## src/verilog/pkt_buf_pkg.sv

```systemverilog
// ======================================================================
// Packet buffer types: FIFO line, control word, status word, FSM states
// ======================================================================

package pkt_buf_pkg;

   // One 36-bit FIFO line, flags above the data word
   typedef struct packed {
      logic [1:0]  occ;       // Occupancy of last word, unused here
      logic        eop;       // End of packet
      logic        sop;       // Start of packet
      logic [31:0] data;
   } fifo_line_t;

   // Control word written over the settings bus
   typedef struct packed {
      logic [15:0] length;    // Words to stream out on a read
      logic [11:0] rsvd;
      logic        read;      // Start read machine
      logic        rd_clear;  // Force read machine to idle
      logic        write;     // Start write machine
      logic        wr_clear;  // Force write machine to idle
   } buf_ctrl_t;

   // Status word seen by the CPU
   typedef struct packed {
      logic [15:0] wr_addr;   // Words taken in, not clipped
      logic [8:0]  rsvd_hi;
      logic        rd_idle;
      logic        rd_error;
      logic        rd_done;
      logic        rsvd_lo;
      logic        wr_idle;
      logic        wr_error;
      logic        wr_done;
   } buf_status_t;

   // Shared by both machines, each uses a subset
   typedef enum logic [2:0] {
      IDLE     = 3'd0,
      PRE_READ = 3'd1,
      READING  = 3'd2,
      WRITING  = 3'd3,
      ERROR    = 3'd4,
      DONE     = 3'd5
   } buf_state_e;

endpackage

```

## src/verilog/setting_reg.sv

```systemverilog
// ======================================================================
// Settings bus register with one-cycle change pulse
// ======================================================================
`timescale 1ns/1ps

module setting_reg
  #(parameter logic [7:0] BASE = 8'd0)
   (input  logic                   clk,
    input  logic                   wb_rst_i,
    input  logic                   set_stb_i,
    input  logic [7:0]             set_addr_i,
    input  logic [31:0]            set_data_i,
    output pkt_buf_pkg::buf_ctrl_t ctrl_o,
    output logic                   changed_o);

   import pkt_buf_pkg::*;

   logic hit;

   assign hit = set_stb_i && (set_addr_i == BASE);   // Strobe at our address

   always_ff @(posedge clk)
   begin
      if (wb_rst_i)
      begin
         ctrl_o    <= '0;
         changed_o <= 1'b0;
      end
      else
      begin
         changed_o <= hit;                            // High for exactly one cycle
         if (hit)
            ctrl_o <= buf_ctrl_t'(set_data_i);
      end
   end

endmodule

```

## config.mk

```make
export PLATFORM = sky130hd
export DESIGN_NAME = setting_reg
export DESIGN_NICKNAME = d
export VERILOG_FILES = /design/src/verilog/pkt_buf_pkg.sv /design/src/verilog/setting_reg.sv
export SDC_FILE = /design/constraint.sdc
export NUM_CORES = 1
export LEC_CHECK = 0
export BUFFER_PORTS_ARGS = -buffer_cell sky130_fd_sc_hd__buf_2
export CAP_MARGIN = 20
export CORE_MARGIN = 8
export CORE_UTILIZATION = 48
export DETAILED_ROUTE_END_ITERATION = 12
export PLACE_DENSITY = 0.88
export SETUP_SLACK_MARGIN = 0.2
export SLEW_MARGIN = 20
export SYNTH_ARGS = -nofsm -noshare
export SYNTH_HDL_FRONTEND = slang
export SYNTH_SLANG_ARGS = --single-unit
```

## constraint.sdc

```tcl
create_clock -name clk -period 2.3 [get_ports clk]
set_clock_uncertainty 0.05 [all_clocks]
set_input_delay 0.23 -clock clk [delete_from_list [all_inputs] [get_ports clk]]
set_output_delay 0.23 -clock clk [all_outputs]
set_load 0.01 [all_outputs]
```

Word-level counts from Yosys, hierarchy flattened --
Cells that the tools add are included.
Word-level totals: bits in registers 33, output and inout port bits 33, bits of input ports 43
Operators by class: reductions and logical operators 2
Operators with widths (number):
- $logic_not 8->1 | 1
- $logic_and 1x1->1 | 1

Depth between registers and ports, before layout --
depth in word-level cells 2, depth in mapped cells 4, depth with buffers taken out 3

Worst setup path before layout --
Ideal clock, no wire load.
kind input port to flip-flop, start input port set_addr_i[4], end register ctrl_o[10] (netlist name), stages 4, path buffers 1, arrival 1.557 ns, setup time 0.072 ns, slack 0.621 ns, cells stage by stage or4b_4 -> nor4_4 -> buf_6 -> mux2i_1
Between the ends: word-level cells in the longest chain between the ends 2
Ends and longest elaborated chain:
- start: declaration | RTL line setting_reg.sv:11 | input logic [7:0] set_addr_i,
- $logic_not 8->1 | RTL line setting_reg.sv:20 | assign hit = set_stb_i && (set_addr_i == BASE);
- $logic_and 1x1->1 | RTL line setting_reg.sv:20
- end signal: assignment | RTL line setting_reg.sv:33 | ctrl_o <= buf_ctrl_t'(set_data_i);
- end: declaration | RTL line setting_reg.sv:13 | output pkt_buf_pkg::buf_ctrl_t ctrl_o,
Every way passes these cells. A chain may end at the register's enable or synchronous reset.

Worst setup path in the final report --
Ends and elaborated chain as after synthesis.

==> impl_summary.log <==
[metrics] starting density of the core: 0.496
[metrics] type of the tightest min-delay check: primary input to register
[metrics] clock latency of the later-clocked register in the worst-skew pair: 0.32 ns
[metrics] number of standard cells after synthesis: 143
[metrics] final std cell area, no fill: 1910 um2
[metrics] number of port buffers: 75
[metrics] Slew Limit Headroom: 0.539
[metrics] count of boundary I/O pins: 76
[metrics] clock transition at the registers of the reported paths: 0.09 ns
[metrics] worst-path fanout max: 33
[metrics] Static Leak: 0.840 nW
[metrics] number of global-route vias before repair: 1147
[metrics] min Tclk post-route: 1.44 ns
[metrics] capturing element type of the critical path: register
[metrics] multiplexer fraction of the synthesized cell area: 0.215
[metrics] half-perimeter wire length after placement: 2.31 mm
[metrics] Met2 Routed Length: 1.40 mm
[metrics] count of H-tree levels built during CTS: 2
[metrics] syn_area_per_cell: 10.4 um2
[metrics] Synth Net Count: 186
[metrics] post-synthesis xor/xnor area fraction: 0
[metrics] kind of critical path: primary input to register
[metrics] antenna violations before repair: 0
[metrics] largest family of logic cells by synthesized area: simple AND/OR/NAND/NOR gates
[metrics] count of cells resized by post-cts repair: 0
[metrics] setup violators final: 0
[metrics] total setup buffers inserted after CTS: 0
[metrics] distinct cell type count after synthesis: 9
[metrics] P per Cell Area: 495 nW/um2
[metrics] TritonCTS clock tree: done
[metrics] Final Cycle Share: 0.625
[metrics] detailed route wirelength on metal3: 286 um
[metrics] worst reg2reg setup slack: 1.66 ns
[metrics] sequential element share of the synthesized area: 0.444
[metrics] Antenna Diode Count: 0
[metrics] count of hold-fix buffers inserted at cts: 0
[metrics] complex-gate fraction of the synthesized area: 0
[metrics] number of clock buffers inserted by TritonCTS: 5
[metrics] top layer used by detailed routing: met4
[metrics] Cell Area, Synth: 1490 um2
[metrics] fraction of the mapped netlist area in adder cells: 0
[metrics] depth of the worst register-to-register path: 2
[metrics] Initial DRC Count: 50
[metrics] Max Clock Freq: 696 MHz
[metrics] global-route wire length before repair: 5.18 mm
[metrics] Routability Congestion: 0.731
[metrics] worst endpoint data arrival time: 1.64 ns
[metrics] Reg area: 661 um2
[metrics] worst setup path start: set_addr_i[4]
[metrics] remaining routing DRC violations: 0
[metrics] maximum number of pins on one net before global-route repair: 66
[metrics] floorplan core area: 3000 um2
[metrics] detailed-routing wirelength on met1: 1.41 mm
[metrics] startpoint kind of the worst setup timing path: primary input
[metrics] final net count: 259
[metrics] site row count: 20
[metrics] flops & latches, synth: 33
[metrics] Least-Margin Pin Slew: 0.691 ns
[metrics] number of filler cells placed in the layout: 252
[metrics] first drt pass iteration count: 3
[metrics] endpoint required time on the critical path: 2.50 ns
[metrics] Post-DRT Antenna Nets: 0
[metrics] max-cap violation count: 0
[metrics] area grow syn2layout: 28.6%
[metrics] Die X: 71.7 um
[metrics] Placed Instance Area: 1870 um2
[metrics] startpoint of the worst register-to-register path: ctrl_o[6]
[metrics] result of the run: finished, final reports clean
[metrics] vertical die dimension: 71.7 um
[metrics] synthesis warning total: 0
[metrics] fraction of layout cells with a size suffix above 1: 0.382
[metrics] Post-Synth Simple-Gate Area: 0.301
[metrics] capture point of the worst reg-to-reg path: ctrl_o[6]
[metrics] sum of negative setup slack: 0 ns
[metrics] mean number of vias per cell: 4.62
[metrics] CTS Buffer Depth: 2
[metrics] floorplan die area: 5140 um2
[metrics] total area of multi-input combinational cells: 768 um2
[metrics] setup repair after global routing missed its margin: no
[metrics] overflow left after global routing: 0
[metrics] Final Max Tran Viols: 0
[metrics] top library cells by usage in the layout, fill and taps aside: 75 x sky130_fd_sc_hd__buf_2, 64 x sky130_fd_sc_hd__nand2b_1, 33 x sky130_fd_sc_hd__dfxtp_1, 32 x sky130_fd_sc_hd__mux2i_1, 5 x sky130_fd_sc_hd__clkbuf_4
[metrics] leading cell type in the layout, fill and taps excluded: sky130_fd_sc_hd__buf_2
[metrics] endpoint of the most critical setup path: ctrl_o[10]
[metrics] worst supply voltage drop on vdd: 0.000304 V
[metrics] total number of vias: 1155
[metrics] Routed WL: 3.12 mm
[metrics] root buffer cell: sky130_fd_sc_hd__clkbuf_4
[metrics] average wire per standard cell: 12.5 um
[metrics] number of clock sinks: 33
[metrics] GR Util All Layers: 0.126
[metrics] number of hold violations in the final report: 0
cells by family after synthesis:
| group | Yosys count |
|---|---|
| AND/OR/NAND/NOR | 68 |
| buffers and inverters | 10 |
| flip-flops | 33 |
| multiplexers | 32 |
critical path, cell delays in order:
cell,delay (ns)
sky130_fd_sc_hd__buf_2,0.09
sky130_fd_sc_hd__or4b_4,0.54
sky130_fd_sc_hd__nor4_4,0.27
sky130_fd_sc_hd__buf_12,0.27
sky130_fd_sc_hd__mux2i_1,0.21
stage by stage:
step | std cells | hold WS [ns] | setup slack, ns | power, mW | util
6_report | 250 | 0.106 | 0.863 | 0.947 | 0.638
5_1_grt | 250 | 0.0950 | 0.811 | 0.994 | 0.638
4_1_cts | 250 | 0.0930 | 0.872 | 0.963 | 0.638
3_5_place_dp | 242 | 0.411 | 0.515 | 0.667 | 0.621
3_3_place_gp | 242 | 0.406 | 0.562 | 0.666 | 0.621
2_1_floorplan | 143 | 0.335 | 0.621 | 0.627 | -
synthesized netlist by cell type:
| master | number | area, um2 |
|---|---|---|
| sky130_fd_sc_hd__or3_1 | 1 | 6.26 |
| sky130_fd_sc_hd__nand2b_1 | 64 | 400 |
| sky130_fd_sc_hd__mux2i_1 | 32 | 320 |
| sky130_fd_sc_hd__or4b_4 | 1 | 13.8 |
| sky130_fd_sc_hd__clkbuf_1 | 7 | 26.3 |
| sky130_fd_sc_hd__dfxtp_1 | 33 | 661 |
| sky130_fd_sc_hd__buf_6 | 3 | 33.8 |
| sky130_fd_sc_hd__nor4_4 | 1 | 21.3 |
| sky130_fd_sc_hd__nor2b_1 | 1 | 6.26 |
registers in the layout, indices dropped and copies added (netlist names):
signal and flops:
changed_o 1, ctrl_o 32
area by class of cell:
class | instances | area share
sequential | 33 | 0.345
tap | 33 | 0.0216
timing repair buffer | 76 | 0.207
clock buffer | 8 | 0.0255
multi-input combinational | 100 | 0.401
per-layer routing:
| metal | global-route usage | vias up |
|---|---|---|
| li1 | - | 611 |
| met1 | 0.141 | 497 |
| met2 | 0.195 | 45 |
| met3 | 0.0669 | 2 |
| met4 | 0.0544 | 0 |
| met5 | 0 | - |
worst min path at each step:
stage                         from          to  slack, ns  depth (start not counted)
floorplan           set_data_i[10]  ctrl_o[10]       0.34                          2
global placement        ctrl_o[15]  ctrl_o[15]       0.41                          2
detailed placement      ctrl_o[13]  ctrl_o[13]       0.41                          2
CTS                 set_data_i[31]  ctrl_o[31]       0.09                          3
global route        set_data_i[31]  ctrl_o[31]       0.09                          3
finish              set_data_i[31]  ctrl_o[31]       0.11                          3
power breakdown:
part           internal, mW  leakage [nW]  total, mW  switching [mW]
combinational        0.0504         0.548     0.0804          0.0300
sequential            0.571         0.266      0.572        0.000351
clock                 0.122        0.0265      0.295           0.173
No activity file was read; power rests on OpenSTA's default activity.
