==> src/verilog/pkt_buf_pkg.sv <==
// ======================================================================
// Packet buffer types: FIFO line, control word, status word, FSM states
// ======================================================================

package pkt_buf_pkg;

   // One 36-bit FIFO line, flags above the data word
   typedef struct packed {
      logic [1:0]  occ;       // Occupancy of last word, unused here
      logic        eop;       // End of packet
      logic        sop;       // Start of packet
      logic [31:0] data;
   } fifo_line_t;

   // Control word written over the settings bus
   typedef struct packed {
      logic [15:0] length;    // Words to stream out on a read
      logic [11:0] rsvd;
      logic        read;      // Start read machine
      logic        rd_clear;  // Force read machine to idle
      logic        write;     // Start write machine
      logic        wr_clear;  // Force write machine to idle
   } buf_ctrl_t;

   // Status word seen by the CPU
   typedef struct packed {
      logic [15:0] wr_addr;   // Words taken in, not clipped
      logic [8:0]  rsvd_hi;
      logic        rd_idle;
      logic        rd_error;
      logic        rd_done;
      logic        rsvd_lo;
      logic        wr_idle;
      logic        wr_error;
      logic        wr_done;
   } buf_status_t;

   // Shared by both machines, each uses a subset
   typedef enum logic [2:0] {
      IDLE     = 3'd0,
      PRE_READ = 3'd1,
      READING  = 3'd2,
      WRITING  = 3'd3,
      ERROR    = 3'd4,
      DONE     = 3'd5
   } buf_state_e;

endpackage

==> src/verilog/buf_read_fsm.sv <==
// ======================================================================
// Read machine: out-buffer streamed as framed FIFO lines
// ======================================================================
`timescale 1ns/1ps

module buf_read_fsm
  #(parameter int BUF_SIZE = 9)
   (input  logic                    clk,
    input  logic                    wb_rst_i,
    input  logic                    go_i,
    input  pkt_buf_pkg::buf_ctrl_t  ctrl_i,
    input  logic [31:0]             rd_data_i,
    output pkt_buf_pkg::fifo_line_t rd_line_o,
    output logic                    rd_ready_o,
    input  logic                    rd_ready_i,
    output logic                    ram_en_o,
    output logic [BUF_SIZE-1:0]     ram_addr_o,
    output logic                    idle_o,
    output logic                    done_o,
    output logic                    error_o);

   import pkt_buf_pkg::*;

   buf_state_e  rd_state;
   logic [15:0] rd_addr;      // One word ahead of the presented line
   logic [15:0] rd_addr_next;
   logic [15:0] rd_length;    // Latched at start
   logic        rd_sop, rd_eop;

   assign rd_addr_next = rd_addr + 16'd1;

   always_ff @(posedge clk)
   begin
      if (wb_rst_i || (go_i && ctrl_i.rd_clear))
      begin
         rd_state <= IDLE;
         rd_addr  <= 16'd0;
         rd_sop   <= 1'b0;
         rd_eop   <= 1'b0;
      end
      else
         case (rd_state)
            IDLE     : if (go_i && ctrl_i.read)
                       begin
                          rd_addr   <= 16'd0;
                          rd_length <= ctrl_i.length;
                          rd_state  <= PRE_READ;
                       end
            PRE_READ :   // Word 0 is being fetched this cycle
                       begin
                          rd_addr  <= rd_addr_next;
                          rd_sop   <= 1'b1;
                          rd_eop   <= (rd_length == 16'd1);   // One-word read
                          rd_state <= READING;
                       end
            READING  : if (rd_ready_i)
                       begin
                          rd_sop  <= 1'b0;
                          rd_addr <= rd_addr_next;
                          rd_eop  <= (rd_addr_next == rd_length);
                          if (rd_eop)
                             rd_state <= DONE;   // Last line just went out
                       end
            default  : rd_state <= rd_state;
         endcase
   end

   // No occupancy generated on this side
   assign rd_line_o  = '{occ: 2'b00, eop: rd_eop, sop: rd_sop, data: rd_data_i};
   assign rd_ready_o = (rd_state == READING);
   assign ram_en_o   = !(rd_ready_o && !rd_ready_i);   // Hold RAM output under stall
   assign ram_addr_o = rd_addr[BUF_SIZE-1:0];
   assign idle_o     = (rd_state == IDLE);
   assign done_o     = (rd_state == DONE);
   assign error_o    = (rd_state == ERROR);           // Kept for status, never entered

   // Sink stall must not move the presented line
   a_line_hold : assert property (@(posedge clk) disable iff (wb_rst_i)
      (rd_ready_o && !rd_ready_i && !(go_i && ctrl_i.rd_clear)) |=> $stable(rd_line_o))
      else $error("buf_read_fsm: rd_line_o changed during back-pressure");

endmodule

==> config.mk <==
export PLATFORM = sky130hd
export DESIGN_NAME = buf_read_fsm
export DESIGN_NICKNAME = d
export VERILOG_FILES = /design/src/verilog/pkt_buf_pkg.sv /design/src/verilog/buf_read_fsm.sv
export SDC_FILE = /design/constraint.sdc
export NUM_CORES = 1
export LEC_CHECK = 0
export ABC_AREA = 1
export ABC_CLOCK_PERIOD_IN_PS = 4000
export BUFFER_PORTS_ARGS = -buffer_cell sky130_fd_sc_hd__buf_2
export CAP_MARGIN = 30
export CORE_AREA = 2 2 106 108
export CTS_CLUSTER_DIAMETER = 40
export DETAILED_ROUTE_END_ITERATION = 6
export DIE_AREA = 0 0 108 110
export HOLD_SLACK_MARGIN = 0.03
export PLACE_DENSITY = 0.53
export SYNTH_ARGS = -nofsm -noshare
export SYNTH_HDL_FRONTEND = slang
export SYNTH_SLANG_ARGS = --single-unit
==> constraint.sdc <==
create_clock -name clk -period 4 [get_ports clk]
set_input_delay 0.6 -clock clk [delete_from_list [all_inputs] [get_ports clk]]
set_output_delay 0.6 -clock clk [all_outputs]
set_load 0.02 [all_outputs]
==> After elaboration in Yosys (flattened, before gate mapping) <==
Cells that the tools add are included.
{ "classes": {"bitwise": 1, "eq_ne": 9, "n_reduce_logical": 13, "n_mux": 11, "n_addsub": 1} }
{ "op_table": {"columns": ["operator", "count"], "rows": [
  ["16-bit case mux with 3 select lines", 1],
  ["16-bit two-way mux", 2],
  ["16-bit by 1-bit adder with 16-bit output (second input constant)", 1],
  ["16-bit by 1-bit == test with 1-bit output (second input constant)", 1],
  ["16-bit == test", 1],
  ["3-bit two-way mux", 3],
  ["3-bit case mux with 3 select lines", 1],
  ["3-bit == test (second input constant)", 2],
  ["2-bit by 1-bit != test with 1-bit output (second input constant)", 3],
  ["3-bit AND reduction", 2],
  ["1-bit case mux with 2 select lines", 2],
  ["4-bit AND reduction", 1],
  ["3-bit by 1-bit == test with 1-bit output (second input constant)", 1],
  ["3-bit by 2-bit == test with 1-bit output (second input constant)", 1],
  ["1-bit logical AND", 3],
  ["3-bit logical NOT", 1],
  ["3-bit nonzero test", 1],
  ["1-bit logical NOT", 2],
  ["1-bit two-way mux", 2],
  ["2-bit AND reduction", 1],
  ["2-bit nonzero test", 1],
  ["1-bit logical OR", 1],
  ["1-bit NOT", 1]
]} }
{ "totals": {"in_bits": 68, "out_inout_bits": 50, "regBits": 37, "word_cells": 40} }

==> Depth between registers and ports, before layout <==
{ "logic_depth": {"ltp_word": 4, "mapped_depth": 14, "depth_no_buf": 14} }

==> Worst setup path before layout <==
No wires, ideal clock.
{ "synth_timing": {"path_kind": "input to register", "startpoint": "input ctrl_i[2] (netlist name)", "endpoint": "register rd_length[0] (enable)", "path_stages": 3, "setup_ps": 430, "t_arrival_ps": 2395, "slack_ps": 1175, "path_buffers": 0, "required_time_ps": 3570, "path_cell_list": "a21oi_1 inv_1 nor4_1"} }
{ "synth_between": {"elab_chain_len": 4} }
{ "synth_lines": {"columns": ["item", "line_no", "source"], "rows": [
  ["start, declared", "buf_read_fsm.sv:11", "input pkt_buf_pkg::buf_ctrl_t ctrl_i,"],
  ["1-bit logical AND", "buf_read_fsm.sv:34", "if (wb_rst_i || (go_i && ctrl_i.rd_clear))"],
  ["1-bit logical OR", "buf_read_fsm.sv:34", null],
  ["1-bit NOT (no source line)", null, null],
  ["3-bit AND reduction (no source line)", null, null],
  ["end signal, assigned", "buf_read_fsm.sv:46", "rd_length <= ctrl_i.length;"],
  ["end, declared", "buf_read_fsm.sv:27", "logic [15:0] rd_length;"]
]} }
Every way passes these cells.
A chain may end at the register's enable or synchronous reset.

==> Worst setup path after layout <==
{ "layout_timing": {"startpoint": "register rd_state[2]", "endpoint": "output rd_ready_o"} }
{ "layout_between": {"elab_chain_len": 1} }
{ "layout_lines": {"columns": ["item", "line_no", "source"], "rows": [
  ["start, declared", "buf_read_fsm.sv:24", "buf_state_e rd_state;"],
  ["start signal, assigned", "buf_read_fsm.sv:64", "default : rd_state <= rd_state;"],
  ["3-bit by 2-bit == test with 1-bit output", "buf_read_fsm.sv:70", "assign rd_ready_o = (rd_state == READING);"],
  ["end, declared", "buf_read_fsm.sv:14", "output logic rd_ready_o,"]
]} }
Every way passes these cells.

==> impl_metrics.yaml <==
outcome:
  status: "complete, no violations"
cells_and_area:
  multi_input_area_um2: 1090
  diodes: 0
  area_growth_pct: 3.65
  final_core_util_pct: 24.3
  regArea_um2: 901
  final_cells: 489
  fillCellCount: 1208
  final_area_um2: 2590
  nets: 417
  drive_gt1_share_pct: 18.1
route:
  num_vias: 2087
  ant_nets: 0
  drtIter0Drc: 87
  drt-vias-per-instance: 4.27
  wl_per_cell_um: 11.8
  drtPass1Iterations: 4
  post-route-drc-count: 0
  drt_wl_total_um: 5780
placed_design:
  hpwl_um: 4350
  gp_congestion: 0.789
  dp_cells: 481
  io_buffers: 37
  postPlaceCellArea_um2: 2500
  dp_slack_ns: 1.73
global_routing:
  antenna_found_initial: 0
  track_usage_pct: 9.90
  grt_pass1_vias: 1882
  grt_max_degree: 33
  grt_pass1_wl_um: 9140
  overflow: 0
yosys:
  synthArstFlopShare_pct: 0
  synth_flop_cell: "dfxtp_1"
  seq_area_frac_synth_pct: 36.0
  netlist_area_um2: 2500
  synth_cell_types: 28
  synthDominantCellAreaShare_pct: 19.2
  synthTopCellsByArea: "edfxtp_1 (19%), dfxtp_1 (17%), nand2_1 (16%)"
  synth_common_cells: "nand2_1 (110), buf_4 (46), inv_1 (36)"
  ys_warn_count: 0
  ys_ff_latch: 37
  yosys.area.top_type: "edfxtp_1"
  synth_edf_count: 16
  yosysMostFrequentCell: "nand2_1"
  syn-instance-count: 353
  avgSynthCellArea_um2: 7.09
timing:
  period_share_pct: 54.6
  rsz0062_at_grt: "false"
  drv_slew: 0
  tns_ns: 0
  fin_skew_ns: 0.00582
  max_freq_mhz: 458
  setup_viol_count_final: 0
  slew_headroom_pct: 46.8
  whs_ns: 0.466
  layout_setup_ws_ns: 1.82
  min_period_ns: 2.18
  tightest_slew_ns: 0.798
  final_hold_viol_count: 0
cts:
  clk_path_buf_depth: 2
  htreeDepth: 2
  cts.sinks: 37
  cts_tree: "done"
  ctsResizeCount: 0
  clkTransAtPathRegs_ns: 0.07
  root_buffer: "clkbuf_8"
  cts_setup_buffers: 0
  ctsHoldBuffers: 0
  clk_latency_ns: 0.29
  cts_inserted_buffers: 5
hold_path:
  hold_depth: 2
  hp-start: "rd_sop"
  min_path_type: "reg -> reg"
flow_run:
  maxCapViolations: 0
floorplan:
  io_pins: 118
  core_area_um2: 10700
  start_util_pct: 23.4
  die_y_um: 110
  std_cell_rows: 38
  fp.dieArea_um2: 11900
  die_w_um: 108
critical_path:
  cp-start-kind: "register"
  crit_fanout: 32
  crit_arrival_ns: 1.58
  r2r-start: "rd_state[1]"
  startpoint: "rd_state[2]"
  worstSetupPathType: "reg -> out"
  cp.required_ns: 3.40
  ff2ff_path_depth: 10
  end_kind: "output port"
power:
  finalPower_mw: 0.849
  vdd_drop_max_mv: 0.118
  power_density_nw_per_um2: 327
  p_leak_nw: 1.04
==> cells by family (layout without fill, tap and decap cells) <==
logic type | Yosys count | after routing | share of synthesized area, %
flip-flops | 37 | 37 | 36.0
buffers and inverters | 89 | 84 | 20.9
AND/OR/NAND/NOR | 193 | 193 | 35.1
XOR/XNOR | 1 | 1 | 0.350
other | 1 | 2 | 0.150
AO/OA/AOI/OAI | 31 | 31 | 7.05
adder cells (fa/ha/maj) | 1 | 1 | 0.500
==> final cells by class <==
cell class / count / area share [%]
clock buffer: 8 / 3.47
inverter: 37 / 5.35
multi-input combinational: 228 / 42.0
sequential: 37 / 34.7
tap: 140 / 6.75
timing repair buffer: 39 / 7.71
==> worst paths after layout <==
| path | end | slack (ns) |
|---|---|---|
| max | rd_ready_o | 1.82 |
| min | rd_sop | 0.47 |
| max reg2reg | rd_eop | 1.83 |
| min reg2reg | rd_sop | 0.47 |
==> layout by cell type, fill, tap and decap left out, drive strengths merged <==
cell,count
nor4,1
conb,2
dfxtp,21
o21bai,4
buf,39
inv,37
nor3,3
clkbuf,8
and2,1
nand3b,6
xnor2,1
nand3,32
ha,1
nand2,113
a21oi,22
nor2,24
edfxtp,16
nand4,13
o21ai,5
==> power breakdown <==
| part | leakage (nW) | internal (mW) | total, mW | switching, mW |
|---|---|---|---|---|
| clock | 0.0455 | 0.141 | 0.275 | 0.135 |
| combinational | 0.676 | 0.0391 | 0.154 | 0.115 |
| sequential | 0.315 | 0.408 | 0.420 | 0.0114 |
| total | 1.04 | 0.588 | 0.849 | 0.261 |
==> critical path, cell delays in order, from the launching register on <==
cell	delay [ns]
dfxtp_1	0.30
inv_1	0.14
nand2_1	0.17
nor2_4	0.12
buf_4	0.32
buf_2	0.23
==> metal layers <==
metal | routed length [um] | global-route usage, % | up-vias
li1 | - | - | 1081
met1 | 2610 | 11.7 | 917
met2 | 2660 | 16.9 | 56
met3 | 266 | 1.47 | 33
met4 | 249 | 6.14 | 0
met5 | 0 | 0 | -
==> flip-flops by register name, indices dropped and copies added (netlist names) <==
register and count:
rd_addr 16, rd_length 16, rd_state 3, rd_eop 1, rd_sop 1
No activity file was read; power rests on OpenSTA's default activity.
