### config.mk
export PLATFORM = sky130hd
export DESIGN_NAME = buf_write_fsm
export DESIGN_NICKNAME = d
export VERILOG_FILES = /design/src/verilog/pkt_buf_pkg.sv /design/src/verilog/buf_write_fsm.sv
export SDC_FILE = /design/constraint.sdc
export NUM_CORES = 1
export LEC_CHECK = 0
export ABC_AREA = 0
export BUFFER_PORTS_ARGS = -buffer_cell sky130_fd_sc_hd__clkbuf_2
export CORE_MARGIN = 2
export CORE_UTILIZATION = 38
export CTS_CLUSTER_SIZE = 25
export DETAILED_ROUTE_END_ITERATION = 7
export HOLD_SLACK_MARGIN = 0.06
export PLACE_DENSITY = 0.93
export SETUP_SLACK_MARGIN = 0.4
export SLEW_MARGIN = 20
export SYNTH_ARGS = -nofsm -noshare
export SYNTH_HDL_FRONTEND = slang
export SYNTH_SLANG_ARGS = --single-unit
### constraint.sdc
create_clock -name clk -period 2.25 [get_ports clk]
set_input_delay 0.45 -clock clk [delete_from_list [all_inputs] [get_ports clk]]
set_output_delay 0.45 -clock clk [all_outputs]
set_load 0.1 [all_outputs]
### src/verilog/pkt_buf_pkg.sv
// ======================================================================
// Packet buffer types: FIFO line, control word, status word, FSM states
// ======================================================================

package pkt_buf_pkg;

   // One 36-bit FIFO line, flags above the data word
   typedef struct packed {
      logic [1:0]  occ;       // Occupancy of last word, unused here
      logic        eop;       // End of packet
      logic        sop;       // Start of packet
      logic [31:0] data;
   } fifo_line_t;

   // Control word written over the settings bus
   typedef struct packed {
      logic [15:0] length;    // Words to stream out on a read
      logic [11:0] rsvd;
      logic        read;      // Start read machine
      logic        rd_clear;  // Force read machine to idle
      logic        write;     // Start write machine
      logic        wr_clear;  // Force write machine to idle
   } buf_ctrl_t;

   // Status word seen by the CPU
   typedef struct packed {
      logic [15:0] wr_addr;   // Words taken in, not clipped
      logic [8:0]  rsvd_hi;
      logic        rd_idle;
      logic        rd_error;
      logic        rd_done;
      logic        rsvd_lo;
      logic        wr_idle;
      logic        wr_error;
      logic        wr_done;
   } buf_status_t;

   // Shared by both machines, each uses a subset
   typedef enum logic [2:0] {
      IDLE     = 3'd0,
      PRE_READ = 3'd1,
      READING  = 3'd2,
      WRITING  = 3'd3,
      ERROR    = 3'd4,
      DONE     = 3'd5
   } buf_state_e;

endpackage

### src/verilog/buf_write_fsm.sv
// ======================================================================
// Write machine: FIFO lines into the in-buffer, address clipped at top
// ======================================================================
`timescale 1ns/1ps

module buf_write_fsm
  #(parameter int BUF_SIZE = 9)
   (input  logic                    clk,
    input  logic                    wb_rst_i,
    input  logic                    go_i,
    input  pkt_buf_pkg::buf_ctrl_t  ctrl_i,
    input  pkt_buf_pkg::fifo_line_t wr_line_i,
    input  logic                    wr_ready_i,
    output logic                    wr_ready_o,
    output logic                    ram_we_o,
    output logic [BUF_SIZE-1:0]     ram_addr_o,
    output logic [15:0]             wr_addr_o,
    output logic                    idle_o,
    output logic                    done_o,
    output logic                    error_o);

   import pkt_buf_pkg::*;

   buf_state_e  wr_state;
   logic [15:0] wr_addr;   // May run past the buffer on long packets

   always_ff @(posedge clk)
   begin
      if (wb_rst_i)
      begin
         wr_state <= IDLE;
         wr_addr  <= 16'd0;
      end
      else if (go_i && ctrl_i.wr_clear)
         wr_state <= IDLE;   // Clear wins over a start in the same word
      else
         case (wr_state)
            IDLE    : if (go_i && ctrl_i.write)
                      begin
                         wr_addr  <= 16'd0;
                         wr_state <= WRITING;
                      end
            WRITING : if (wr_ready_i)
                      begin
                         wr_addr <= wr_addr + 16'd1;
                         if (wr_line_i.sop && wr_line_i.eop)
                            wr_state <= ERROR;   // Single-line packet
                         else if (wr_line_i.eop)
                            wr_state <= DONE;
                      end
            default : wr_state <= wr_state;      // DONE and ERROR wait for a clear
         endcase
   end

   assign wr_ready_o = (wr_state == WRITING);
   assign ram_we_o   = wr_ready_o && wr_ready_i;   // Store in the accept cycle
   // Any bit past the buffer pins writes to the top word
   assign ram_addr_o = (|wr_addr[15:BUF_SIZE]) ? {BUF_SIZE{1'b1}} : wr_addr[BUF_SIZE-1:0];
   assign wr_addr_o  = wr_addr;
   assign idle_o     = (wr_state == IDLE);
   assign done_o     = (wr_state == DONE);
   assign error_o    = (wr_state == ERROR);

   // Ready only ever comes up through a start from idle
   a_ready_from_start : assert property (@(posedge clk) disable iff (wb_rst_i)
      $rose(wr_ready_o) |-> $past(go_i && ctrl_i.write && wr_state == IDLE))
      else $error("buf_write_fsm: wr_ready_o rose without a write start");

endmodule

After elaboration in Yosys (flattened, before gate mapping)
Index checks and enable logic that the tools add are counted.
{"block": "op_classes", "add_sub_neg": 1, "eq_ne": 6, "muxes": 9, "bitwise_logic": 1, "reduce_logical": 10}
{"op": "$mux W16", "n": 2}
{"op": "$pmux W16 S2", "n": 1}
{"op": "$add A16 B1 Y16 const B", "n": 1}
{"op": "$mux W3", "n": 4}
{"op": "$mux W9", "n": 1}
{"op": "$reduce_and A4 Y1", "n": 2}
{"op": "$reduce_or A7 Y1", "n": 1}
{"op": "$eq A3 B3 Y1 const B", "n": 2}
{"op": "$pmux W3 S2", "n": 1}
{"op": "$logic_and A1 B1 Y1", "n": 4}
{"op": "$eq A3 B2 Y1 const B", "n": 1}
{"op": "$logic_not A3 Y1", "n": 1}
{"op": "$ne A3 B2 Y1 const B", "n": 1}
{"op": "$ne A2 B1 Y1 const B", "n": 1}
{"op": "$ne A2 B2 Y1 const B", "n": 1}
{"op": "$reduce_bool A2 Y1", "n": 1}
{"op": "$reduce_or A2 Y1", "n": 1}
{"op": "$not A1 Y1", "n": 1}
{"block": "word_totals", "reg_bits": 19, "input_bits": 72, "out_inout_bits": 30, "elab_cells": 29}

Logic depth before layout (Yosys ltp)
Gate-level depths: netlist of the first run.
{"block": "logic_depth", "depth_word": 4, "depth_mapped": 6, "depth_no_buf": 4}

Worst setup path before layout of the first run
OpenSTA, ideal clock, no wires.
{"block": "synth_path", "kind": "register -> register", "startpoint": "register wr_state[1]", "endpoint": "register wr_addr[1], in the netlist wr_addr_o[1]", "setup_time_ns": 0.118, "arrival_ns": 3.376, "t_required_ns": 2.132, "slack_ns": -1.244, "path_stages_with_launch": 7, "path_buffers": 2, "period_less_slack_ns": 3.494, "cell_sequence": "dfxtp_1 buf_6 nor3_1 nand3_1 o21bai_2 buf_2 nor2_1"}
{"block": "synth_between", "elab_chain_cells": 3, "elab_cells_between_ends": 7, "cone_classes": "3 x eq/ne; 1 x mux; 3 x reduce/logical"}
{"element": "from (decl)", "line": "buf_write_fsm.sv:24", "text": "buf_state_e wr_state;"}
{"element": "from (signal assigned)", "line": "buf_write_fsm.sv:51", "text": "default : wr_state <= wr_state;"}
{"element": "$logic_not A3 Y1 (*)"}
{"element": "net idle_o", "line": "buf_write_fsm.sv:18", "text": "output logic idle_o,"}
{"element": "$ne A2 B1 Y1 (no line) or $reduce_bool A2 Y1 (tied branches)"}
{"element": "$reduce_and A4 Y1 (no line)"}
{"element": "to (signal assigned)", "line": "buf_write_fsm.sv:45", "text": "wr_addr <= wr_addr + 16'd1;"}
{"element": "to (decl)", "line": "buf_write_fsm.sv:25", "text": "logic [15:0] wr_addr;"}
The timed path passes the listed nets; every way through them passes the cells marked *.
A chain may end at the register's enable or synchronous reset.

Worst setup path after layout of the first run
{"block": "layout_path", "startpoint": "register wr_addr[15], in the netlist wr_addr_o[15]", "endpoint": "output ram_addr_o[5]"}
{"block": "layout_between", "elab_chain_cells": 2}
{"element": "$reduce_or A7 Y1", "line": "buf_write_fsm.sv:58", "text": "assign ram_addr_o = (|wr_addr[15:BUF_SIZE]) ? {BUF_SIZE{1'b1}} : wr_addr[BUF_SIZE-1:0];"}
{"element": "$mux W9", "line": "buf_write_fsm.sv:58"}
{"element": "to (decl)", "line": "buf_write_fsm.sv:16", "text": "output logic [BUF_SIZE-1:0] ram_addr_o,"}
Every way passes these cells.

==> results.py, run 1 <==
metrics = {
    "timing": {
        "relSlewSlack_pct": 63.1,
        "fin_crit_ns": 2.08,
        "finalHoldViolCount": 0,
        "rsz0062_at_grt": "yes",
        "setup_viol": 0,
        "fin_skew_ns": 0.00802,
        "final.period_utilization_pct": 92.5,
        "worst_pin_slew_ns": 0.556,
        "holdWs_ns": 0.335,
        "fmax_mhz": 481,
        "finalSetupTns_ns": 0,
        "drv_slew": 0,
    },
    "critical_path": {
        "critPathCaptureType": "output pin",
        "crit_arrival_ns": 1.63,
        "crit_start": "wr_addr_o[15]$_SDFFE_PP0P_",
        "crit_path_start_kind": "register",
        "slowest_delay_ns": 0.37,
        "crit_chain": "nor4_4 -> nand2_2 -> or2_4 -> buf_12",
        "crit_buf_inv": 1,
        "setup.worst_path.end": "ram_addr_o[5]",
        "path_depth": 4,
        "r2r_cells": 4,
        "worst-setup-path-type": "register to output pin",
        "r2r_slack_ns": 0.52,
        "slowest_stage": "dfxtp_4",
        "reg2reg_to": "wr_addr_o[14]$_SDFFE_PP0P_",
        "worst-endpoint-required_ns": 1.80,
        "reg2reg_from": "wr_state[1]$_SDFFE_PP0P_",
        "path_max_fanout": 8,
        "cp_top_family": "simple AND/OR/NAND/NOR gates",
    },
    "cells_and_area": {
        "fin_nets": 238,
        "drive_gt1_share_pct": 57.9,
        "final_cell_mix": "23 x clkbuf_2, 16 x dfxtp_2, 10 x o21ai_0",
        "antenna_cells": 0,
        "final_common_cell": "clkbuf_2",
        "syn_to_final_growth_pct": 51.7,
        "fin_util_pct": 62.0,
    },
    "detailed_routing": {
        "drt.antenna.violating_nets": 0,
        "drt-wirelength-per-cell_um": 14.6,
        "viasPerCell": 5.75,
        "drtPass1Iterations": 4,
        "vias": 1116,
        "wl_um": 2840,
        "drtIter0Drc": 16,
        "drc": 0,
    },
    "grt": {
        "busiest_layer": "met2",
        "overflow": 0,
        "grtUsageTotal_pct": 18.5,
        "grt_util_met2_pct": 32.4,
        "grt_max_degree": 17,
        "grt_pass1_vias": 1008,
        "antenna_found_initial": 0,
        "grt_use_met1_pct": 22.4,
        "grt_pass1_wl_um": 4690,
        "grt.met3_usage_pct": 3.69,
    },
    "clocking": {
        "clk_pin_slew_ns": 0.11,
        "cts_tree": "built",
        "cts.htree.levels": 1,
        "insertion_delay_ns": 0.29,
        "cts_hold_buf": 0,
        "clkSinkCount": 19,
        "numCtsBuffers": 3,
        "root_buffer": "clkbuf_4",
        "clockBufferDepth": 2,
    },
    "die": {
        "initial_core_util_pct": 40.9,
        "row_count": 18,
        "die_area_um2": 3170,
        "die_h_um": 56.3,
        "ioPinCount": 102,
        "core_region_area_um2": 2540,
        "chipWidth_um": 56.3,
    },
    "place": {
        "dpl.hpwl_um": 2000,
        "routabilityCongestion": 0.778,
        "port_buffers": 37,
    },
    "power_and_ir_drop": {
        "ir_worst_vdd_uv": 310,
        "p_leak_uw": 0.000618,
        "power_density_nw_per_um2": 393,
    },
    "logic_synthesis": {
        "synthFlopType": "dfxtp_1",
        "yosysWarnings": 0,
        "yosysSeqAreaShare_pct": 36.5,
        "syn_area_um2": 1040,
        "synthArstFlopShare_pct": 0,
        "syn_nets": 196,
        "syn-instance-count": 123,
        "synth.avg_cell_area_um2": 8.46,
        "synth_seq_cells": 19,
        "synth_edf_count": 0,
        "yosysUniqueCellTypes": 37,
    },
    "worst_hold_path": {
        "hp-class": "primary input to register",
    },
    "run": {
        "cap_violations": 0,
    },
    "status": {
        "status": "completed",
    },
}
==> cells in the mapped netlist, types with 2 or more instances <==
cell / n / area share [%]
or4_1: 5 / 3.6
buf_2: 2 / 0.96
buf_6: 2 / 2.2
or3_1: 8 / 4.8
nand2_1: 7 / 2.5
or2_2: 9 / 5.4
inv_1: 3 / 1.1
and2_1: 2 / 1.2
o21ai_0: 10 / 4.8
nand4_1: 3 / 1.8
a21oi_1: 15 / 7.2
nor2_1: 4 / 1.4
nand3_1: 5 / 2.4
nor3_1: 3 / 1.4
dfxtp_1: 19 / 37
o31ai_1: 5 / 3.6
==> power breakdown <==
group	switching (uW)	internal [uW]	total [uW]	leakage, uW
registers	8.88	337	346	0.000164
clock network	103	68.9	172	0.0000150
logic	71.7	30.6	102	0.000439
==> layout make-up <==
cell class	instances	area [um^2]
repair buffers	42	368
fillers	220	966
well taps	30	37.5
multi-input cells	96	724
clock buffers	4	26.3
flip-flops and latches	19	412
inverters	3	11.3
==> how the worst min path moves through the flow <==
stage	start	end	slack, ns	depth (start not counted)
final	wr_line_i[32]	wr_state[0]$_SDFFE_PP0P_	0.34	2
after global routing	wr_line_i[32]	wr_state[0]$_SDFFE_PP0P_	0.33	2
after CTS	wr_line_i[32]	wr_state[0]$_SDFFE_PP0P_	0.33	2
after detailed placement	wr_addr_o[15]$_SDFFE_PP0P_	wr_addr_o[15]$_SDFFE_PP0P_	0.49	2
after global placement	wr_addr_o[15]$_SDFFE_PP0P_	wr_addr_o[15]$_SDFFE_PP0P_	0.48	2
after floorplan	wr_line_i[32]	wr_state[0]$_SDFFE_PP0P_	0.54	1
==> what timing repair did <==
action | 4_1_cts | 5_1_grt
setup buffers | 1 | 4
resized for setup | 12 | 7
pin swaps | 2 | 0
setup endpoints to repair | 15 | 12
==> per-layer routing <==
metal / vias up / wire length [um]
met2: 51 / 1360
met1: 518 / 1200
met5: - / 0
met4: 0 / 49
li1: 541 / -
met3: 6 / 230
==> flip-flops by register name, summed over array words and instances (netlist names) <==
register,cells
wr_addr_o,16
wr_state,3
==> per-stage QoR <==
step                worst slack [ns]  instances  power, uW  instance area [um^2]
detailed placement             0.237        185        455                  1470
global placement               0.282        185        453                  1470
finish                         0.169        194        620                  1580
CTS                            0.178        190        625                  1540
floorplan                      0.221        123        432                  1160
global route                  0.0877        194        644                  1580
==> logic make-up after synthesis <==
family          after synthesis  share of synthesized area [%]
simple gates                 56                           32.7
compound gates               36                           22.4
flops                        19                           36.5
buf+inv                       8                           4.57
xor+xnor                      2                           1.68
mux                           1                          0.962
fa+ha+maj                     1                           1.20
No activity file was read; power rests on OpenSTA's default activity.
==> run 2, diff against run 1 <==
--- a/config.mk
+++ b/config.mk
@@ -12,7 +12,7 @@
 export CTS_CLUSTER_SIZE = 25
 export DETAILED_ROUTE_END_ITERATION = 7
 export HOLD_SLACK_MARGIN = 0.06
-export PLACE_DENSITY = 0.93
+export PLACE_DENSITY = 0.91
 export SETUP_SLACK_MARGIN = 0.4
 export SLEW_MARGIN = 20
 export SYNTH_ARGS = -nofsm -noshare
==> results.py, run 2 (same netlist as run 1, synthesis figures left out) <==
metrics = {
    "status": {
        "status": "completed",
    },
    "timing": {
        "drv_slew": 0,
        "finalHoldViolCount": 0,
        "worst_pin_slew_ns": 0.545,
        "fin_crit_ns": 2.08,
        "relSlewSlack_pct": 63.8,
        "setup_viol": 0,
        "fmax_mhz": 481,
        "rsz0062_at_grt": "yes",
        "finalSetupTns_ns": 0,
        "fin_skew_ns": 0.00443,
        "holdWs_ns": 0.318,
        "final.period_utilization_pct": 92.3,
    },
    "place": {
        "dpl.hpwl_um": 2060,
        "routabilityCongestion": 0.897,
        "port_buffers": 37,
    },
    "power_and_ir_drop": {
        "p_leak_uw": 0.000594,
        "intPower_uw": 438,
        "pwr-share-comb_pct": 16.7,
        "clkPwrFrac_pct": 27.8,
        "switching_power_uw": 187,
        "switching_share_pct": 29.9,
        "power_uw": 625,
        "power_density_nw_per_um2": 401,
        "ir_worst_vdd_uv": 309,
        "p_seq_share_pct": 55.5,
    },
    "critical_path": {
        "crit_buf_inv": 1,
        "critPathCaptureType": "output pin",
        "cp_top_family": "simple AND/OR/NAND/NOR gates",
        "worst-endpoint-required_ns": 1.80,
        "r2r_cells": 4,
        "crit_chain": "nor4_4 -> nand2_4 -> or2_4 -> buf_12",
        "reg2reg_from": "wr_state[1]$_SDFFE_PP0P_",
        "crit_start": "wr_addr_o[15]$_SDFFE_PP0P_",
        "path_depth": 4,
        "r2r_slack_ns": 0.48,
        "reg2reg_to": "wr_addr_o[13]$_SDFFE_PP0P_",
        "slowest_delay_ns": 0.38,
        "setup.worst_path.end": "ram_addr_o[5]",
        "crit_path_start_kind": "register",
        "crit_arrival_ns": 1.63,
        "worst-setup-path-type": "register to output pin",
        "path_max_fanout": 8,
        "slowest_stage": "nor4_4",
    },
    "detailed_routing": {
        "viasPerCell": 6.00,
        "drc": 0,
        "vias": 1140,
        "drt.antenna.violating_nets": 0,
        "drtPass1Iterations": 4,
        "drt-wirelength-per-cell_um": 15.4,
        "drtIter0Drc": 30,
        "wl_um": 2930,
    },
    "die": {
        "row_count": 18,
        "initial_core_util_pct": 40.9,
        "core_region_area_um2": 2540,
        "die_area_um2": 3170,
        "die_h_um": 56.3,
        "chipWidth_um": 56.3,
        "ioPinCount": 102,
    },
    "grt": {
        "grtUsageTotal_pct": 18.5,
        "grt_max_degree": 17,
        "grt_pass1_wl_um": 4710,
        "antenna_found_initial": 0,
        "overflow": 0,
        "grt_pass1_vias": 1030,
    },
    "worst_hold_path": {
        "hp-class": "primary input to register",
    },
    "cells_and_area": {
        "drive_gt1_share_pct": 56.9,
        "antenna_cells": 0,
        "final_common_cell": "clkbuf_2",
        "final_cell_mix": "23 x clkbuf_2, 17 x dfxtp_2, 10 x o21ai_0",
        "fin_util_pct": 61.2,
        "fin_nets": 234,
        "syn_to_final_growth_pct": 49.6,
        "largest_reg_flops": 16,
    },
    "run": {
        "cap_violations": 0,
    },
    "clocking": {
        "clkSinkCount": 19,
        "numCtsBuffers": 3,
        "cts.htree.levels": 1,
        "cts_hold_buf": 0,
        "insertion_delay_ns": 0.30,
        "clockBufferDepth": 2,
        "clk_pin_slew_ns": 0.11,
        "root_buffer": "clkbuf_4",
        "cts_tree": "built",
    },
}
run 2: changes by cell type in the layout (fill, tap and decap cells not counted), sizes merged:
cell,change
buf,-5
clkbuf,+1
run 2: metrics by stage:
| stage | cell area, um^2 | instances | setup slack [ns] |
|---|---|---|---|
| 5_1_grt | 1560 | 190 | 0.125 |
| 4_1_cts | 1550 | 190 | 0.194 |
| 3_5_place_dp | 1470 | 185 | 0.244 |
| 6_report | 1560 | 190 | 0.173 |
| 2_1_floorplan | 1160 | 123 | 0.221 |
| 3_3_place_gp | 1470 | 185 | 0.278 |
run 2: routing by layer:
layer | vias up | wire, um | track usage [%] | share of wire, %
li1 | 535 | - | - | -
met1 | 557 | 1120 | 21.4 | 38
met2 | 44 | 1590 | 34.8 | 54
met3 | 4 | 183 | 3.00 | 6.3
met4 | 0 | 32 | 5.10 | 1.1
met5 | - | 0 | 0 | 0
run 2: power groups by stage:
stage / Sequential, uW / Combinational (uW) / Clock [uW]
after global routing: 349 / 109 / 191
final: 347 / 104 / 174
after floorplan: 364 / 68.1 / 0
after CTS: 347 / 104 / 174
after detailed placement: 354 / 102 / 0
after global placement: 354 / 98.7 / 0
run 2: final cells by class:
| class | instances | area (um^2) |
|---|---|---|
| multi-input combinational | 96 | 738 |
| timing repair buffer | 38 | 335 |
| tap | 30 | 37.5 |
| clock buffer | 4 | 26.3 |
| sequential | 19 | 409 |
| fill | 227 | 987 |
| inverter | 3 | 11.3 |
run 2: worst min-delay path by stage:
stage                                           from                          to  slack (ns)  cells past startpoint
after detailed placement  wr_addr_o[15]$_SDFFE_PP0P_  wr_addr_o[15]$_SDFFE_PP0P_        0.49                      2
final                                  wr_line_i[32]    wr_state[0]$_SDFFE_PP0P_        0.32                      2
after floorplan                        wr_line_i[32]    wr_state[0]$_SDFFE_PP0P_        0.54                      1
after CTS                              wr_line_i[32]    wr_state[0]$_SDFFE_PP0P_        0.32                      2
after global routing                   wr_line_i[32]    wr_state[0]$_SDFFE_PP0P_        0.32                      2
after global placement    wr_addr_o[15]$_SDFFE_PP0P_  wr_addr_o[15]$_SDFFE_PP0P_        0.48                      2
run 2: timing repair:
item | in CTS | in global routing
resized for setup | 14 | 5
hold endpoints to repair | 0 | 0
pin swaps | 2 | 0
endpoints found under the setup margin | 15 | 12
buffers inserted | 1 | 0
==> run 3, diff against run 2 <==
--- a/config.mk
+++ b/config.mk
@@ -8,13 +8,14 @@
 export ABC_AREA = 0
 export BUFFER_PORTS_ARGS = -buffer_cell sky130_fd_sc_hd__clkbuf_2
 export CORE_MARGIN = 2
-export CORE_UTILIZATION = 38
+export CORE_UTILIZATION = 36
 export CTS_CLUSTER_SIZE = 25
 export DETAILED_ROUTE_END_ITERATION = 7
 export HOLD_SLACK_MARGIN = 0.06
-export PLACE_DENSITY = 0.91
+export PLACE_DENSITY = 0.87
 export SETUP_SLACK_MARGIN = 0.4
 export SLEW_MARGIN = 20
 export SYNTH_ARGS = -nofsm -noshare
 export SYNTH_HDL_FRONTEND = slang
 export SYNTH_SLANG_ARGS = --single-unit
+export TNS_END_PERCENT = 50
==> constraint.sdc (replaced) <==
create_clock -name clk -period 2.18 [get_ports clk]
set_input_delay 0.436 -clock clk [delete_from_list [all_inputs] [get_ports clk]]
set_output_delay 0.436 -clock clk [all_outputs]
set_load 0.1 [all_outputs]
==> results.py, run 3 (same netlist as run 1, synthesis figures left out) <==
metrics = {
    "status": {
        "status": "completed",
    },
    "critical_path": {
        "r2r_cells": 4,
        "crit_path_start_kind": "register",
        "crit_arrival_ns": 1.66,
        "crit_start": "wr_addr_o[15]$_SDFFE_PP0P_",
        "path_max_fanout": 8,
        "worst-setup-path-type": "register to output pin",
        "reg2reg_from": "wr_state[1]$_SDFFE_PP0P_",
        "reg2reg_to": "wr_addr_o[12]$_SDFFE_PP0P_",
        "critPathCaptureType": "output pin",
        "worst-endpoint-required_ns": 1.74,
        "r2r_slack_ns": 0.50,
        "setup.worst_path.end": "ram_addr_o[7]",
    },
    "cells_and_area": {
        "seq_area_um2": 404,
        "fin_cells": 191,
        "fillers": 242,
        "fin_util_pct": 55.6,
        "fin_nets": 234,
        "final_cell_mix": "25 x clkbuf_2, 19 x dfxtp_2, 10 x o21ai_0",
        "final_common_cell": "clkbuf_2",
        "drive_gt1_share_pct": 56.9,
        "antenna_cells": 0,
        "largest_reg_flops": 16,
        "multi_input_area_um2": 718,
        "syn_to_final_growth_pct": 47.2,
    },
    "die": {
        "die_area_um2": 3340,
        "initial_core_util_pct": 37.7,
        "die_h_um": 57.8,
        "ioPinCount": 102,
        "row_count": 19,
        "core_region_area_um2": 2760,
        "chipWidth_um": 57.8,
    },
    "detailed_routing": {
        "drt-wirelength-per-cell_um": 13.2,
        "drc": 0,
        "vias": 1099,
        "viasPerCell": 5.75,
        "drtIter0Drc": 28,
        "drtPass1Iterations": 3,
        "wl_um": 2530,
        "drt.antenna.violating_nets": 0,
    },
    "timing": {
        "relSlewSlack_pct": 63.8,
        "finalHoldViolCount": 0,
        "fin_crit_ns": 2.09,
        "setup_viol": 0,
        "drv_slew": 0,
        "worst_pin_slew_ns": 0.545,
        "finalSetupTns_ns": 0,
        "fmax_mhz": 478,
        "final.period_utilization_pct": 95.9,
        "rsz0062_at_grt": "yes",
        "fin_skew_ns": 0.00702,
    },
    "clocking": {
        "cts_hold_buf": 0,
        "cts_tree": "built",
        "root_buffer": "clkbuf_4",
        "insertion_delay_ns": 0.30,
        "numCtsBuffers": 3,
        "cts.htree.levels": 1,
        "clk_pin_slew_ns": 0.10,
        "clockBufferDepth": 2,
        "clkSinkCount": 19,
    },
    "worst_hold_path": {
        "hp-class": "primary input to register",
    },
    "power_and_ir_drop": {
        "power_density_nw_per_um2": 416,
        "power_uw": 638,
        "ir_worst_vdd_uv": 256,
        "p_leak_uw": 0.000595,
    },
    "grt": {
        "grtUsageTotal_pct": 16.3,
        "grt_pass1_wl_um": 4300,
        "overflow": 0,
        "grt_max_degree": 17,
        "grt_pass1_vias": 1016,
        "antenna_found_initial": 0,
    },
    "place": {
        "routabilityCongestion": 0.837,
        "port_buffers": 37,
        "dp.cells": 187,
        "dpl.hpwl_um": 1790,
    },
    "run": {
        "cap_violations": 0,
    },
}
==> run 3: cell counts in the layout (fill, tap and decap cells not counted) <==
No cell type changed its count.
==> run 3: worst min-delay path by stage <==
stage	endpoint	from	slack [ns]	cells after the start
6_report	wr_state[0]$_SDFFE_PP0P_	wr_line_i[32]	0.31	2
5_1_grt	wr_state[0]$_SDFFE_PP0P_	wr_line_i[32]	0.29	2
4_1_cts	wr_state[0]$_SDFFE_PP0P_	wr_line_i[32]	0.31	2
3_5_place_dp	wr_addr_o[15]$_SDFFE_PP0P_	wr_addr_o[15]$_SDFFE_PP0P_	0.49	2
3_3_place_gp	wr_addr_o[15]$_SDFFE_PP0P_	wr_addr_o[15]$_SDFFE_PP0P_	0.48	2
2_1_floorplan	wr_state[0]$_SDFFE_PP0P_	wr_line_i[32]	0.53	1
==> run 3: critical path, stage by stage (launching register included) <==
cell and delay (ns):
dfxtp_2 0.36, nor4_4 0.35, nand2_2 0.20, or2_4 0.29, buf_12 0.17
==> run 3: layer usage <==
layer,share of wire [%],track usage (%),wire length (um),vias up
met5,0,0,0,-
met4,1.7,7.97,43,0
met3,4.4,2.68,112,5
met2,49,27.3,1230,31
met1,45,20.3,1140,524
li1,-,-,-,539
==> run 3: cell type report <==
cell class	count	area share (%)
clock buffer	4	1.71
inverter	3	0.735
multi-input combinational	96	46.9
sequential	19	26.4
tap	31	2.53
timing repair buffer	38	21.8
==> run 3: per-stage QoR <==
stage               hold WS, ns  instance area (um^2)  setup WS (ns)
detailed placement        0.488                  1440          0.238
floorplan                 0.525                  1130         0.0167
global placement          0.478                  1440          0.212
global route              0.293                  1530        0.00473
CTS                       0.313                  1510          0.104
finish                    0.313                  1530         0.0888
==> run 3: what timing repair did <==
item	CTS	global route
buffers inserted	0	0
resized for setup	12	16
hold endpoints to repair	0	0
setup endpoints to repair	17	24
pin swaps	2	0
==> run 3: where the power goes <==
| group | total (uW) | internal (uW) | leakage [uW] | switching [uW] |
|---|---|---|---|---|
| clock | 174 | 71.2 | 0.0000150 | 103 |
| combinational | 104 | 30.8 | 0.000418 | 72.9 |
| sequential | 360 | 352 | 0.000163 | 7.92 |
| total | 638 | 454 | 0.000595 | 184 |
